## src/design/cpu_pkg.sv

```systemverilog
package cpu_pkg;

	typedef logic [31:0] word_t;

	// major opcode in instr[30:25]
	typedef enum logic [5:0] {
		ty_base = 6'b100000,
		addi    = 6'b101000,
		ori     = 6'b101100,
		xori    = 6'b101011,
		movi    = 6'b100010,
		lwi     = 6'b000010,
		swi     = 6'b001010
	} opcode_t;

	// sub-opcode of ty_base in instr[4:0]
	typedef enum logic [4:0] {
		op_add   = 5'b00000,
		op_sub   = 5'b00001,
		op_and   = 5'b00010,
		op_xor   = 5'b00011,
		op_or    = 5'b00100,
		op_slli  = 5'b01000,
		op_srli  = 5'b01001,
		op_rotri = 5'b01011
	} sub_opcode_t;

	typedef enum logic [2:0] {
		st_fetch     = 3'd0,
		st_decode    = 3'd1,
		st_execute   = 3'd2,
		st_memory    = 3'd3,
		st_writeback = 3'd4
	} ctrl_state_t;

	typedef enum logic [2:0] {
		alu_add, alu_sub, alu_and, alu_or, alu_xor, alu_srl, alu_sll, alu_ror
	} alu_op_t;

	// how the 15-bit immediate becomes a second operand
	typedef enum logic [1:0] {
		imm_zext  = 2'd0,
		imm_sext  = 2'd1,
		imm_shamt = 2'd2
	} imm_kind_t;

	typedef struct packed {
		logic [29:0] addr;
		logic        write;
		word_t       wdata;
	} mem_req_t;

	typedef struct packed {
		word_t rdata;
	} mem_rsp_t;

	typedef struct packed {
		alu_op_t   alu_op;
		logic      imm_select;
		imm_kind_t imm_kind;
		logic      move_select;
		logic      is_load;
		logic      is_store;
		logic      reg_write;
	} ctrl_t;

endpackage
```

## src/design/cpu_core_top.sv

```systemverilog
`timescale 1ns/1ps

module cpu_core_top #(
	parameter int addr_width = 12
) (
	input  logic              clock,
	input  logic              reset,
	input  logic              mem_req_ready,
	input  logic              mem_rsp_valid,
	input  cpu_pkg::mem_rsp_t mem_rsp,
	output logic              mem_req_valid,
	output cpu_pkg::mem_req_t mem_req
);
	import cpu_pkg::*;

	logic instr_valid;
	logic instr_ready;
	word_t instr;
	ctrl_t ctrl;
	logic alu_enable;
	logic mem_start;
	logic mem_done;
	logic reg_write_enable;
	logic [4:0] rt;
	logic [4:0] ra;
	logic [4:0] rb;
	logic [4:0] read_addr_b;
	logic [14:0] imm;
	word_t read_data_a;
	word_t read_data_b;
	word_t alu_result;
	word_t load_data;
	word_t write_data;
	logic fetch_req_valid;
	logic fetch_req_ready;
	logic fetch_rsp_valid;
	mem_req_t fetch_req;
	logic data_req_valid;
	logic data_req_ready;
	logic data_rsp_valid;
	mem_req_t data_req;

	// stores read their data register through port b
	assign read_addr_b = ctrl.is_store ? rt : rb;
	assign write_data = ctrl.is_load ? load_data : alu_result;

	cpu_controller cpu_controller_inst (
		.clock(clock), .reset(reset), .instr_valid(instr_valid), .instr(instr),
		.mem_done(mem_done), .instr_ready(instr_ready), .ctrl(ctrl),
		.alu_enable(alu_enable), .mem_start(mem_start),
		.reg_write_enable(reg_write_enable), .rt(rt), .ra(ra), .rb(rb), .imm(imm)
	);

	cpu_register_file cpu_register_file_inst (
		.clock(clock), .reset(reset), .read_addr_a(ra), .read_addr_b(read_addr_b),
		.write_enable(reg_write_enable), .write_addr(rt), .write_data(write_data),
		.read_data_a(read_data_a), .read_data_b(read_data_b)
	);

	cpu_alu cpu_alu_inst (
		.clock(clock), .reset(reset), .enable(alu_enable), .ctrl(ctrl),
		.operand_a(read_data_a), .operand_b(read_data_b), .imm(imm), .result(alu_result)
	);

	cpu_fetch_unit #(.addr_width(addr_width)) cpu_fetch_unit_inst (
		.clock(clock), .reset(reset), .req_ready(fetch_req_ready),
		.rsp_valid(fetch_rsp_valid), .rsp(mem_rsp), .instr_ready(instr_ready),
		.req_valid(fetch_req_valid), .req(fetch_req), .instr_valid(instr_valid),
		.instr(instr)
	);

	cpu_load_store_unit #(.addr_width(addr_width)) cpu_load_store_unit_inst (
		.clock(clock), .reset(reset), .start(mem_start), .is_store(ctrl.is_store),
		.base(read_data_a), .imm(imm), .store_data(read_data_b),
		.req_ready(data_req_ready), .rsp_valid(data_rsp_valid), .rsp(mem_rsp),
		.req_valid(data_req_valid), .req(data_req), .done(mem_done), .load_data(load_data)
	);

	cpu_bus_arbiter #(.addr_width(addr_width)) cpu_bus_arbiter_inst (
		.clock(clock), .reset(reset),
		.fetch_req_valid(fetch_req_valid), .fetch_req(fetch_req),
		.fetch_req_ready(fetch_req_ready), .fetch_rsp_valid(fetch_rsp_valid),
		.data_req_valid(data_req_valid), .data_req(data_req),
		.data_req_ready(data_req_ready), .data_rsp_valid(data_rsp_valid),
		.mem_req_valid(mem_req_valid), .mem_req(mem_req),
		.mem_req_ready(mem_req_ready), .mem_rsp_valid(mem_rsp_valid)
	);

endmodule

```

## src/design/cpu_bus_arbiter.sv

```systemverilog
`timescale 1ns/1ps

module cpu_bus_arbiter #(
	parameter int addr_width = 12
) (
	input  logic              clock,
	input  logic              reset,
	input  logic              fetch_req_valid,
	input  cpu_pkg::mem_req_t fetch_req,
	output logic              fetch_req_ready,
	output logic              fetch_rsp_valid,
	input  logic              data_req_valid,
	input  cpu_pkg::mem_req_t data_req,
	output logic              data_req_ready,
	output logic              data_rsp_valid,
	output logic              mem_req_valid,
	output cpu_pkg::mem_req_t mem_req,
	input  logic              mem_req_ready,
	input  logic              mem_rsp_valid
);
	import cpu_pkg::*;

	typedef enum logic [1:0] {own_none, own_fetch, own_data} owner_t;

	owner_t owner;
	logic fetch_waiting;
	logic grant_data;
	logic grant_fetch;

	// a stalled fetch keeps the bus so the presented payload cannot switch
	assign grant_data = (owner == own_none) && data_req_valid && !fetch_waiting;
	assign grant_fetch = (owner == own_none) && fetch_req_valid && !grant_data;

	assign mem_req_valid = grant_data || grant_fetch;
	assign data_req_ready = grant_data && mem_req_ready;
	assign fetch_req_ready = grant_fetch && mem_req_ready;

	always_comb begin
		mem_req = grant_data ? data_req : fetch_req;
		mem_req.addr = '0;
		if (grant_data) begin
			mem_req.addr[addr_width-1:0] = data_req.addr[addr_width-1:0];
		end else begin
			mem_req.addr[addr_width-1:0] = fetch_req.addr[addr_width-1:0];
		end
	end

	always_ff @(posedge clock or posedge reset) begin
		if (reset) begin
			owner <= own_none;
			fetch_waiting <= 1'b0;
		end else begin
			fetch_waiting <= grant_fetch && !mem_req_ready;
			if (mem_req_valid && mem_req_ready) begin
				owner <= grant_data ? own_data : own_fetch;
			end else if (mem_rsp_valid) begin
				owner <= own_none;
			end
		end
	end

	assign fetch_rsp_valid = mem_rsp_valid && (owner == own_fetch);
	assign data_rsp_valid = mem_rsp_valid && (owner == own_data);

	a_rsp_has_owner: assert property (@(posedge clock) disable iff (reset)
		mem_rsp_valid |-> owner != own_none);

endmodule

```

## src/design/cpu_load_store_unit.sv

```systemverilog
`timescale 1ns/1ps

module cpu_load_store_unit #(
	parameter int addr_width = 12
) (
	input  logic              clock,
	input  logic              reset,
	input  logic              start,
	input  logic              is_store,
	input  cpu_pkg::word_t    base,
	input  logic [14:0]       imm,
	input  cpu_pkg::word_t    store_data,
	input  logic              req_ready,
	input  logic              rsp_valid,
	input  cpu_pkg::mem_rsp_t rsp,
	output logic              req_valid,
	output cpu_pkg::mem_req_t req,
	output logic              done,
	output cpu_pkg::word_t    load_data
);
	import cpu_pkg::*;

	word_t imm_sext;
	word_t sum;
	logic pending;

	assign imm_sext = {{17{imm[14]}}, imm};
	assign sum = base + imm_sext;

	always_ff @(posedge clock or posedge reset) begin
		if (reset) begin
			req_valid <= 1'b0;
			pending <= 1'b0;
		end else if (start) begin
			req_valid <= 1'b1;
		end else if (req_valid && req_ready) begin
			req_valid <= 1'b0;
			pending <= 1'b1;
		end else if (rsp_valid) begin
			pending <= 1'b0;
		end
	end

	always_ff @(posedge clock) begin
		if (start) begin
			req.addr <= 30'(sum[addr_width-1:0]);
			req.write <= is_store;
			req.wdata <= store_data;
		end
		if (pending && rsp_valid) begin
			load_data <= rsp.rdata;
		end
	end

	// stores also get a response, so both end here
	assign done = pending && rsp_valid;

	a_req_stable: assert property (@(posedge clock) disable iff (reset)
		req_valid && !req_ready |=> req_valid && $stable(req));

endmodule

```

## src/design/cpu_fetch_unit.sv

```systemverilog
`timescale 1ns/1ps

module cpu_fetch_unit #(
	parameter int addr_width = 12
) (
	input  logic              clock,
	input  logic              reset,
	input  logic              req_ready,
	input  logic              rsp_valid,
	input  cpu_pkg::mem_rsp_t rsp,
	input  logic              instr_ready,
	output logic              req_valid,
	output cpu_pkg::mem_req_t req,
	output logic              instr_valid,
	output cpu_pkg::word_t    instr
);
	import cpu_pkg::*;

	logic [addr_width-1:0] pc;
	logic pending;
	logic buf_valid;
	word_t instr_buf;
	logic pop;

	assign pop = instr_valid && instr_ready;

	// prefetch once the buffer is free or being drained
	assign req_valid = !reset && !pending && (!buf_valid || pop);

	always_comb begin
		req = '0;
		req.addr = 30'(pc);
	end

	always_ff @(posedge clock or posedge reset) begin
		if (reset) begin
			pc <= '0;
			pending <= 1'b0;
			buf_valid <= 1'b0;
		end else begin
			if (req_valid && req_ready) begin
				pc <= pc + 1'b1;
				pending <= 1'b1;
			end else if (rsp_valid) begin
				pending <= 1'b0;
			end
			if (rsp_valid) begin
				buf_valid <= 1'b1;
			end else if (pop) begin
				buf_valid <= 1'b0;
			end
		end
	end

	always_ff @(posedge clock) begin
		if (rsp_valid) begin
			instr_buf <= rsp.rdata;
		end
	end

	assign instr_valid = buf_valid;
	assign instr = instr_buf;

	a_req_stable: assert property (@(posedge clock) disable iff (reset)
		req_valid && !req_ready |=> req_valid && $stable(req));

endmodule

```

## src/design/cpu_register_file.sv

```systemverilog
`timescale 1ns/1ps

module cpu_register_file (
	input  logic            clock,
	input  logic            reset,
	input  logic [4:0]      read_addr_a,
	input  logic [4:0]      read_addr_b,
	input  logic            write_enable,
	input  logic [4:0]      write_addr,
	input  cpu_pkg::word_t  write_data,
	output cpu_pkg::word_t  read_data_a,
	output cpu_pkg::word_t  read_data_b
);
	import cpu_pkg::*;

	// r0 is an ordinary register here
	word_t regs [32];

	always_ff @(posedge clock or posedge reset) begin
		if (reset) begin
			for (int i = 0; i < 32; i++) begin
				regs[i] <= '0;
			end
		end else if (write_enable) begin
			regs[write_addr] <= write_data;
		end
	end

	assign read_data_a = regs[read_addr_a];
	assign read_data_b = regs[read_addr_b];

endmodule

```

## src/design/cpu_alu.sv

```systemverilog
`timescale 1ns/1ps

module cpu_alu (
	input  logic            clock,
	input  logic            reset,
	input  logic            enable,
	input  cpu_pkg::ctrl_t  ctrl,
	input  cpu_pkg::word_t  operand_a,
	input  cpu_pkg::word_t  operand_b,
	input  logic [14:0]     imm,
	output cpu_pkg::word_t  result
);
	import cpu_pkg::*;

	word_t imm_sext;
	word_t imm_value;
	word_t operand_b_sel;
	word_t next_result;
	logic [4:0] shamt;

	assign imm_sext = {{17{imm[14]}}, imm};

	always_comb begin
		case (ctrl.imm_kind)
			imm_zext:  imm_value = {17'b0, imm};
			imm_shamt: imm_value = {27'b0, imm[14:10]};
			default:   imm_value = imm_sext;
		endcase
	end

	assign operand_b_sel = ctrl.imm_select ? imm_value : operand_b;
	assign shamt = operand_b_sel[4:0];

	always_comb begin
		case (ctrl.alu_op)
			alu_add: next_result = operand_a + operand_b_sel;
			alu_sub: next_result = operand_a - operand_b_sel;
			alu_and: next_result = operand_a & operand_b_sel;
			alu_or:  next_result = operand_a | operand_b_sel;
			alu_xor: next_result = operand_a ^ operand_b_sel;
			alu_srl: next_result = operand_a >> shamt;
			alu_sll: next_result = operand_a << shamt;
			// rotate right through a doubled word
			default: next_result = 32'({operand_a, operand_a} >> shamt);
		endcase
		if (ctrl.move_select) begin
			next_result = imm_sext;
		end
	end

	always_ff @(posedge clock or posedge reset) begin
		if (reset) begin
			result <= '0;
		end else if (enable) begin
			result <= next_result;
		end
	end

endmodule

```

## src/design/cpu_controller.sv

```systemverilog
`timescale 1ns/1ps

module cpu_controller (
	input  logic            clock,
	input  logic            reset,
	input  logic            instr_valid,
	input  cpu_pkg::word_t  instr,
	input  logic            mem_done,
	output logic            instr_ready,
	output cpu_pkg::ctrl_t  ctrl,
	output logic            alu_enable,
	output logic            mem_start,
	output logic            reg_write_enable,
	output logic [4:0]      rt,
	output logic [4:0]      ra,
	output logic [4:0]      rb,
	output logic [14:0]     imm
);
	import cpu_pkg::*;

	ctrl_state_t state;
	ctrl_state_t state_next;
	word_t ir;
	logic is_mem;

	assign rt = ir[24:20];
	assign ra = ir[19:15];
	assign rb = ir[14:10];
	assign imm = ir[14:0];

	always_ff @(posedge clock or posedge reset) begin
		if (reset) begin
			state <= st_fetch;
		end else begin
			state <= state_next;
		end
	end

	// instruction taken on the fetch handshake
	always_ff @(posedge clock or posedge reset) begin
		if (reset) begin
			ir <= '0;
		end else if (instr_valid && instr_ready) begin
			ir <= instr;
		end
	end

	// unknown codes fall through as no-ops
	always_comb begin
		ctrl = '0;
		ctrl.alu_op = alu_add;
		ctrl.imm_kind = imm_sext;
		case (opcode_t'(ir[30:25]))
			ty_base: begin
				ctrl.reg_write = 1'b1;
				case (sub_opcode_t'(ir[4:0]))
					op_add: ctrl.alu_op = alu_add;
					op_sub: ctrl.alu_op = alu_sub;
					op_and: ctrl.alu_op = alu_and;
					op_or:  ctrl.alu_op = alu_or;
					op_xor: ctrl.alu_op = alu_xor;
					op_srli: begin
						ctrl.alu_op = alu_srl;
						ctrl.imm_select = 1'b1;
						ctrl.imm_kind = imm_shamt;
					end
					op_slli: begin
						ctrl.alu_op = alu_sll;
						ctrl.imm_select = 1'b1;
						ctrl.imm_kind = imm_shamt;
					end
					op_rotri: begin
						ctrl.alu_op = alu_ror;
						ctrl.imm_select = 1'b1;
						ctrl.imm_kind = imm_shamt;
					end
					default: ctrl.reg_write = 1'b0;
				endcase
			end
			addi: begin
				ctrl.imm_select = 1'b1;
				ctrl.reg_write = 1'b1;
			end
			ori: begin
				ctrl.alu_op = alu_or;
				ctrl.imm_select = 1'b1;
				ctrl.imm_kind = imm_zext;
				ctrl.reg_write = 1'b1;
			end
			xori: begin
				ctrl.alu_op = alu_xor;
				ctrl.imm_select = 1'b1;
				ctrl.imm_kind = imm_zext;
				ctrl.reg_write = 1'b1;
			end
			movi: begin
				ctrl.move_select = 1'b1;
				ctrl.reg_write = 1'b1;
			end
			lwi: begin
				ctrl.is_load = 1'b1;
				ctrl.reg_write = 1'b1;
			end
			swi: ctrl.is_store = 1'b1;
			default: ctrl.reg_write = 1'b0;
		endcase
	end

	assign is_mem = ctrl.is_load || ctrl.is_store;

	always_comb begin
		state_next = state;
		case (state)
			st_fetch:     if (instr_valid) state_next = st_decode;
			st_decode:    state_next = st_execute;
			st_execute:   state_next = is_mem ? st_memory : st_writeback;
			st_memory:    if (mem_done) state_next = st_writeback;
			st_writeback: state_next = st_fetch;
			default:      state_next = st_fetch;
		endcase
	end

	assign instr_ready = (state == st_fetch);
	assign alu_enable = (state == st_execute);
	// single pulse that starts the load/store unit
	assign mem_start = (state == st_execute) && is_mem;
	assign reg_write_enable = (state == st_writeback) && ctrl.reg_write;

endmodule

```

## config.mk

```make
export PLATFORM = sky130hd
export DESIGN_NAME = cpu_core_top
export DESIGN_NICKNAME = d
export VERILOG_FILES = /design/src/design/cpu_pkg.sv /design/src/design/cpu_core_top.sv /design/src/design/cpu_bus_arbiter.sv /design/src/design/cpu_load_store_unit.sv /design/src/design/cpu_fetch_unit.sv /design/src/design/cpu_register_file.sv /design/src/design/cpu_alu.sv /design/src/design/cpu_controller.sv
export SDC_FILE = /design/constraint.sdc
export NUM_CORES = 2
export LEC_CHECK = 0
export BUFFER_PORTS_ARGS = -buffer_cell sky130_fd_sc_hd__buf_2
export CAP_MARGIN = 15
export CORE_ASPECT_RATIO = 0.7
export CORE_MARGIN = 2
export CORE_UTILIZATION = 65
export DETAILED_ROUTE_END_ITERATION = 7
export PLACE_DENSITY_LB_ADDON = 0.25
export SLEW_MARGIN = 20
export SYNTH_ARGS = -nofsm -noshare
export SYNTH_HDL_FRONTEND = slang
export SYNTH_HIERARCHICAL = 1
export SYNTH_SLANG_ARGS = --single-unit
```

## constraint.sdc

```tcl
create_clock -name clock -period 81.9 [get_ports clock]
set_input_delay 4.095 -clock clock [delete_from_list [all_inputs] [get_ports clock]]
set_output_delay 4.095 -clock clock [all_outputs]
set_load 0.005 [all_outputs]
```

; ---- Yosys cells after proc, flatten, opt, wreduce, memory -nomap -nowiden
; Index checks and enable logic that the tools add are counted.
[totals]
register_bits = 1217
in_bits = 36
output_inout_bits = 64
word_cells = 181
[classes]
add_sub_neg = 4
n_lt_le_gt_ge = 4
n_eq_ne = 29
n_shift = 3
n_mux = 42
n_bitwise = 7
reduce_logical = 45
[ops]
columns = cell, n
row1 = 1024-bit bitwise mux, 1
row2 = 32-bit binary-select mux with 5-bit select, 2
row3 = 32-bit two-way mux, 8
row4 = 32-bit one-hot mux with 7 select lines, 1
row5 = 32-bit demux with 5-bit select, 1
row6 = 32-bit one-hot mux with 2 select lines, 1
row7 = 64-bit by 5-bit right shift with 32-bit output, 1
row8 = 33-bit two-way mux, 1
row9 = 32-bit adder, 1
row10 = 32-bit bitwise AND, 1
row11 = 32-bit bitwise OR, 1
row12 = 32-bit by 5-bit left shift with 32-bit output, 1
row13 = 32-bit by 5-bit right shift with 32-bit output, 1
row14 = 32-bit subtractor, 1
row15 = 32-bit XOR, 1
row16 = 6-bit == test (second input constant), 5
row17 = 3-bit one-hot mux with 7 select lines, 1
row18 = 1-bit logical AND, 19
row19 = 6-bit >= comparator (second input constant), 3
row20 = 5-bit NOT with 6-bit output, 3
row21 = 5-bit by 4-bit == test with 1-bit output (second input constant), 3
row22 = 12-bit by 1-bit adder with 12-bit output (second input constant), 1
row23 = 12-bit adder, 1
row24 = 3-bit by 2-bit == test with 1-bit output (second input constant), 4
row25 = other kinds (32), 71

; ---- Depth between registers and ports, before layout
[logic_depth]
depth_word = 11
depth_mapped = 33
depth_no_buf = 28

; ---- Cells and area by module
; Netlist, hierarchy kept.
[by_module_without_submodules]
columns = module, n_inst, cells_per_inst, area_per_inst_um2, seq_area_each_um2
row1 = cpu_register_file, 1, 4606, 56248.9, 25624.6
row2 = cpu_alu, 1, 1417, 9989.6, 800.8
row3 = cpu_load_store_unit, 1, 165, 3045.4, 2362.3
row4 = cpu_fetch_unit, 1, 141, 1971.9, 1311.3
row5 = cpu_controller, 1, 160, 1793.0, 850.8
row6 = cpu_bus_arbiter, 1, 87, 883.3, 75.1
row7 = cpu_core_top, 1, 41, 600.6, 0.0

; ---- Worst setup path after synthesis
; No wires, ideal clock.
[synth_timing]
path_type = input to output
startpoint = input reset
endpoint = output mem_req_valid
arrival_time_ns = 4.596
required_ns = 77.805
slack_ns = 73.209
cell_stages = 3
n_path_buf = 0
path_cell_list = or2_4 > nor2_1 > o21a_1
[synth_between]
elab_chain_len = 6
[synth_rtl]
columns = element, line_no
row1 = from (decl), cpu_core_top.sv:7  ; input logic reset,
row2 = 1-bit zero test (no source line), -
row3 = 1-bit logical AND (2 in series), cpu_fetch_unit.sv:28  ; assign req_valid = !reset && !pending && (!buf_valid || pop);
row4 = named net fetch_req_valid, cpu_core_top.sv:34  ; logic fetch_req_valid;
row5 = 1-bit logical AND (2 in series), cpu_bus_arbiter.sv:32  ; assign grant_fetch = (owner == own_none) && fetch_req_valid && !grant_data;
row6 = 1-bit logical OR, cpu_bus_arbiter.sv:34  ; assign mem_req_valid = grant_data || grant_fetch;
row7 = to (decl), cpu_core_top.sv:11  ; output logic mem_req_valid,
; The timed path passes the listed nets, and every way through them passes these cells.

==> out/metrics.yaml <==
grt_pass1_vias: 55700
clock_sinks: 1217
hold_depth: 2
setup_tns_ns: 0
wire_per_inst_um: 33.5
cp_slowest_cell: "buf_12"
clockBufferDepth: 3
clock_skew_ns: 0.0594
grt_overflow: 0
synthesis.area_um2: 74200
antenna_found_initial: 17
gp_congestion: 1.05
vias: 57700
route.detailed.drc: 0
multi_input_area_um2: 39500
nFillCells: 8183
start_util: 0.657
min_path_type: "reg2reg"
yosysWarnings: 6
die-height_um: 287
timing.hold.ws_ns: 0.461
final_cell_area_um2: 79000
cp_common_cell: "buf_4"
r2r-end: "cpu_alu_inst/result[31]"
hold_violations: 0
post_dp_cell_area_um2: 74600
final_nets: 6485
io_buffers: 81
worst_slew_pin_slew_ns: 1.36
hpwl_um: 163000
finalWirelength_um: 267000
cts_root_buf: "clkbuf_16"
fin_crit_sh: 0.128
tritoncts: "yes"
drt_iter0_markers: 8181
status: "finished, final reports clean"
min_period_ns: 10.48
critPathCaptureType: "flop"
ctsResizeCount: 0
drt-pass1-iter-count: 6
maxCapViolations: 0
core.rowCount: 103
h-tree-depth: 3
grt_max_degree: 155
worstHoldStart: "cpu_fetch_unit_inst/instr[1]"
regArea_um2: 31000
syn_to_final_growth_pct: 6.43
rr_startpoint: "cpu_controller_inst/ir[25]"
ioPinCount: 100
gr-usage-all-layers: 0.448
cp-start-kind: "flop"
synth_cells: 6579
worstSetupPathType: "reg2reg"
die_area_um2: 117000
min_to: "cpu_controller_inst/ir[1]"
fmax_ghz: 0.0954
cts-buffers-inserted: 117
avgSynthCellArea_um2: 11.3
slowest_delay_ns: 0.74
cp.required_ns: 82.56
setup-violations-final: 0
finalPower_uw: 1240
ff2ff_path_depth: 31
fp.dieW_um: 408
rsz0062_at_grt: "no"
routed_via_density: 7.23
p_per_area_nw_per_um2: 15.7
slew_violations: 0
arrival_ns: 11.14
core_area_um2: 113000
clk_pin_slew_worst_paths_ns: 0.07
post-cts-setup-buffers: 0
leakage_uw: 0.0342
cp_max_fo: 119
layout-drive-gt1-share: 0.255
slew_headroom: 0.0862
worstSkewPairLatency_ns: 0.79
hold_buffers: 0
timing.reg2reg.setup_slack_ns: 71.42
vdd_drop_max_v: 0.0000178
final_antenna_net_count: 0
grt_pass1_wl_um: 387000
[metal layers]
layer	share of wire	GRT usage	up-vias
met5	0.0015	0.00962	-
met1	0.41	0.640	29300
li1	-	-	23700
met4	0.055	0.206	14
met3	0.14	0.159	870
met2	0.40	0.608	3803
[worst max-delay path, delay by kind of cell (launching register included)]
kind                     cells  cell delay [ns]
AND/OR/NAND/NOR             11             3.06
AO/OA/AOI/OAI               11             2.59
buffers and inverters        5             2.53
multiplexers                 2             0.87
flip-flops                   1             0.44
adder cells (fa/ha/maj)      1             0.33
XOR/XNOR                     1             0.15
[worst max path at each step]
stage	to	cells past startpoint	slack [ns]	startpoint
after floorplan	cpu_register_file_inst/regs[0]	1	48.99	reset
after global placement	cpu_alu_inst/result[31]	31	71.88	cpu_controller_inst/ir[25]
after detailed placement	cpu_alu_inst/result[27]	31	71.88	cpu_controller_inst/ir[25]
after CTS	cpu_alu_inst/result[31]	31	71.85	cpu_controller_inst/ir[25]
after global routing	cpu_alu_inst/result[26]	31	71.12	cpu_controller_inst/ir[25]
final	cpu_alu_inst/result[31]	31	71.42	cpu_controller_inst/ir[25]
[cell type report]
cell class,instances,area share
antenna,11,0.000348
clock buffer,148,0.0417
clock inverter,76,0.0138
inverter,102,0.00497
multi-input combinational,4659,0.500
sequential,1217,0.392
tap,1522,0.0241
timing repair buffer,244,0.0224
[through the flow]
stage / util / setup WS (ns) / cells
floorplan: - / 48.99 / 6628
global placement: 0.660 / 71.88 / 7743
detailed placement: 0.660 / 71.88 / 7743
CTS: 0.699 / 71.85 / 7967
global route: 0.699 / 71.12 / 7971
finish: 0.699 / 71.42 / 7979
[power by group]
group / leakage [uW] / switching (uW) / internal [uW]
combinational: 0.0157 / 13.3 / 2.34
sequential: 0.0164 / 0.0356 / 608
clock: 0.00213 / 257 / 362
[sequential cells by signal, indices dropped and copies added, names as in the netlist]
| signal | flops |
|---|---|
| cpu_alu_inst/result | 32 |
| cpu_bus_arbiter_inst/fetch_waiting | 1 |
| cpu_bus_arbiter_inst/owner | 2 |
| cpu_controller_inst/ir | 31 |
| cpu_controller_inst/state | 3 |
| cpu_fetch_unit_inst/instr | 31 |
| cpu_fetch_unit_inst/instr_valid | 1 |
| cpu_fetch_unit_inst/pc | 12 |
| cpu_fetch_unit_inst/pending | 1 |
| cpu_load_store_unit_inst/load_data | 32 |
| cpu_load_store_unit_inst/pending | 1 |
| cpu_load_store_unit_inst/req | 45 |
| cpu_load_store_unit_inst/req_valid | 1 |
| cpu_register_file_inst/regs | 1024 |
[layout by cell type, fill, tap and decap left out, types with 92 or more instances in the layout]
master,count
a21oi_1,299
a22o_1,133
a22oi_1,199
buf_4,148
clkbuf_16,119
dfrtp_1,1108
edfxtp_1,108
ha_1,106
inv_1,96
mux2_2,1055
mux2i_1,1165
nand2_1,350
nand3_1,232
nor2_1,128
nor3_1,92
o21ai_0,138
Note: power is estimated with default switching activity, not from simulation.
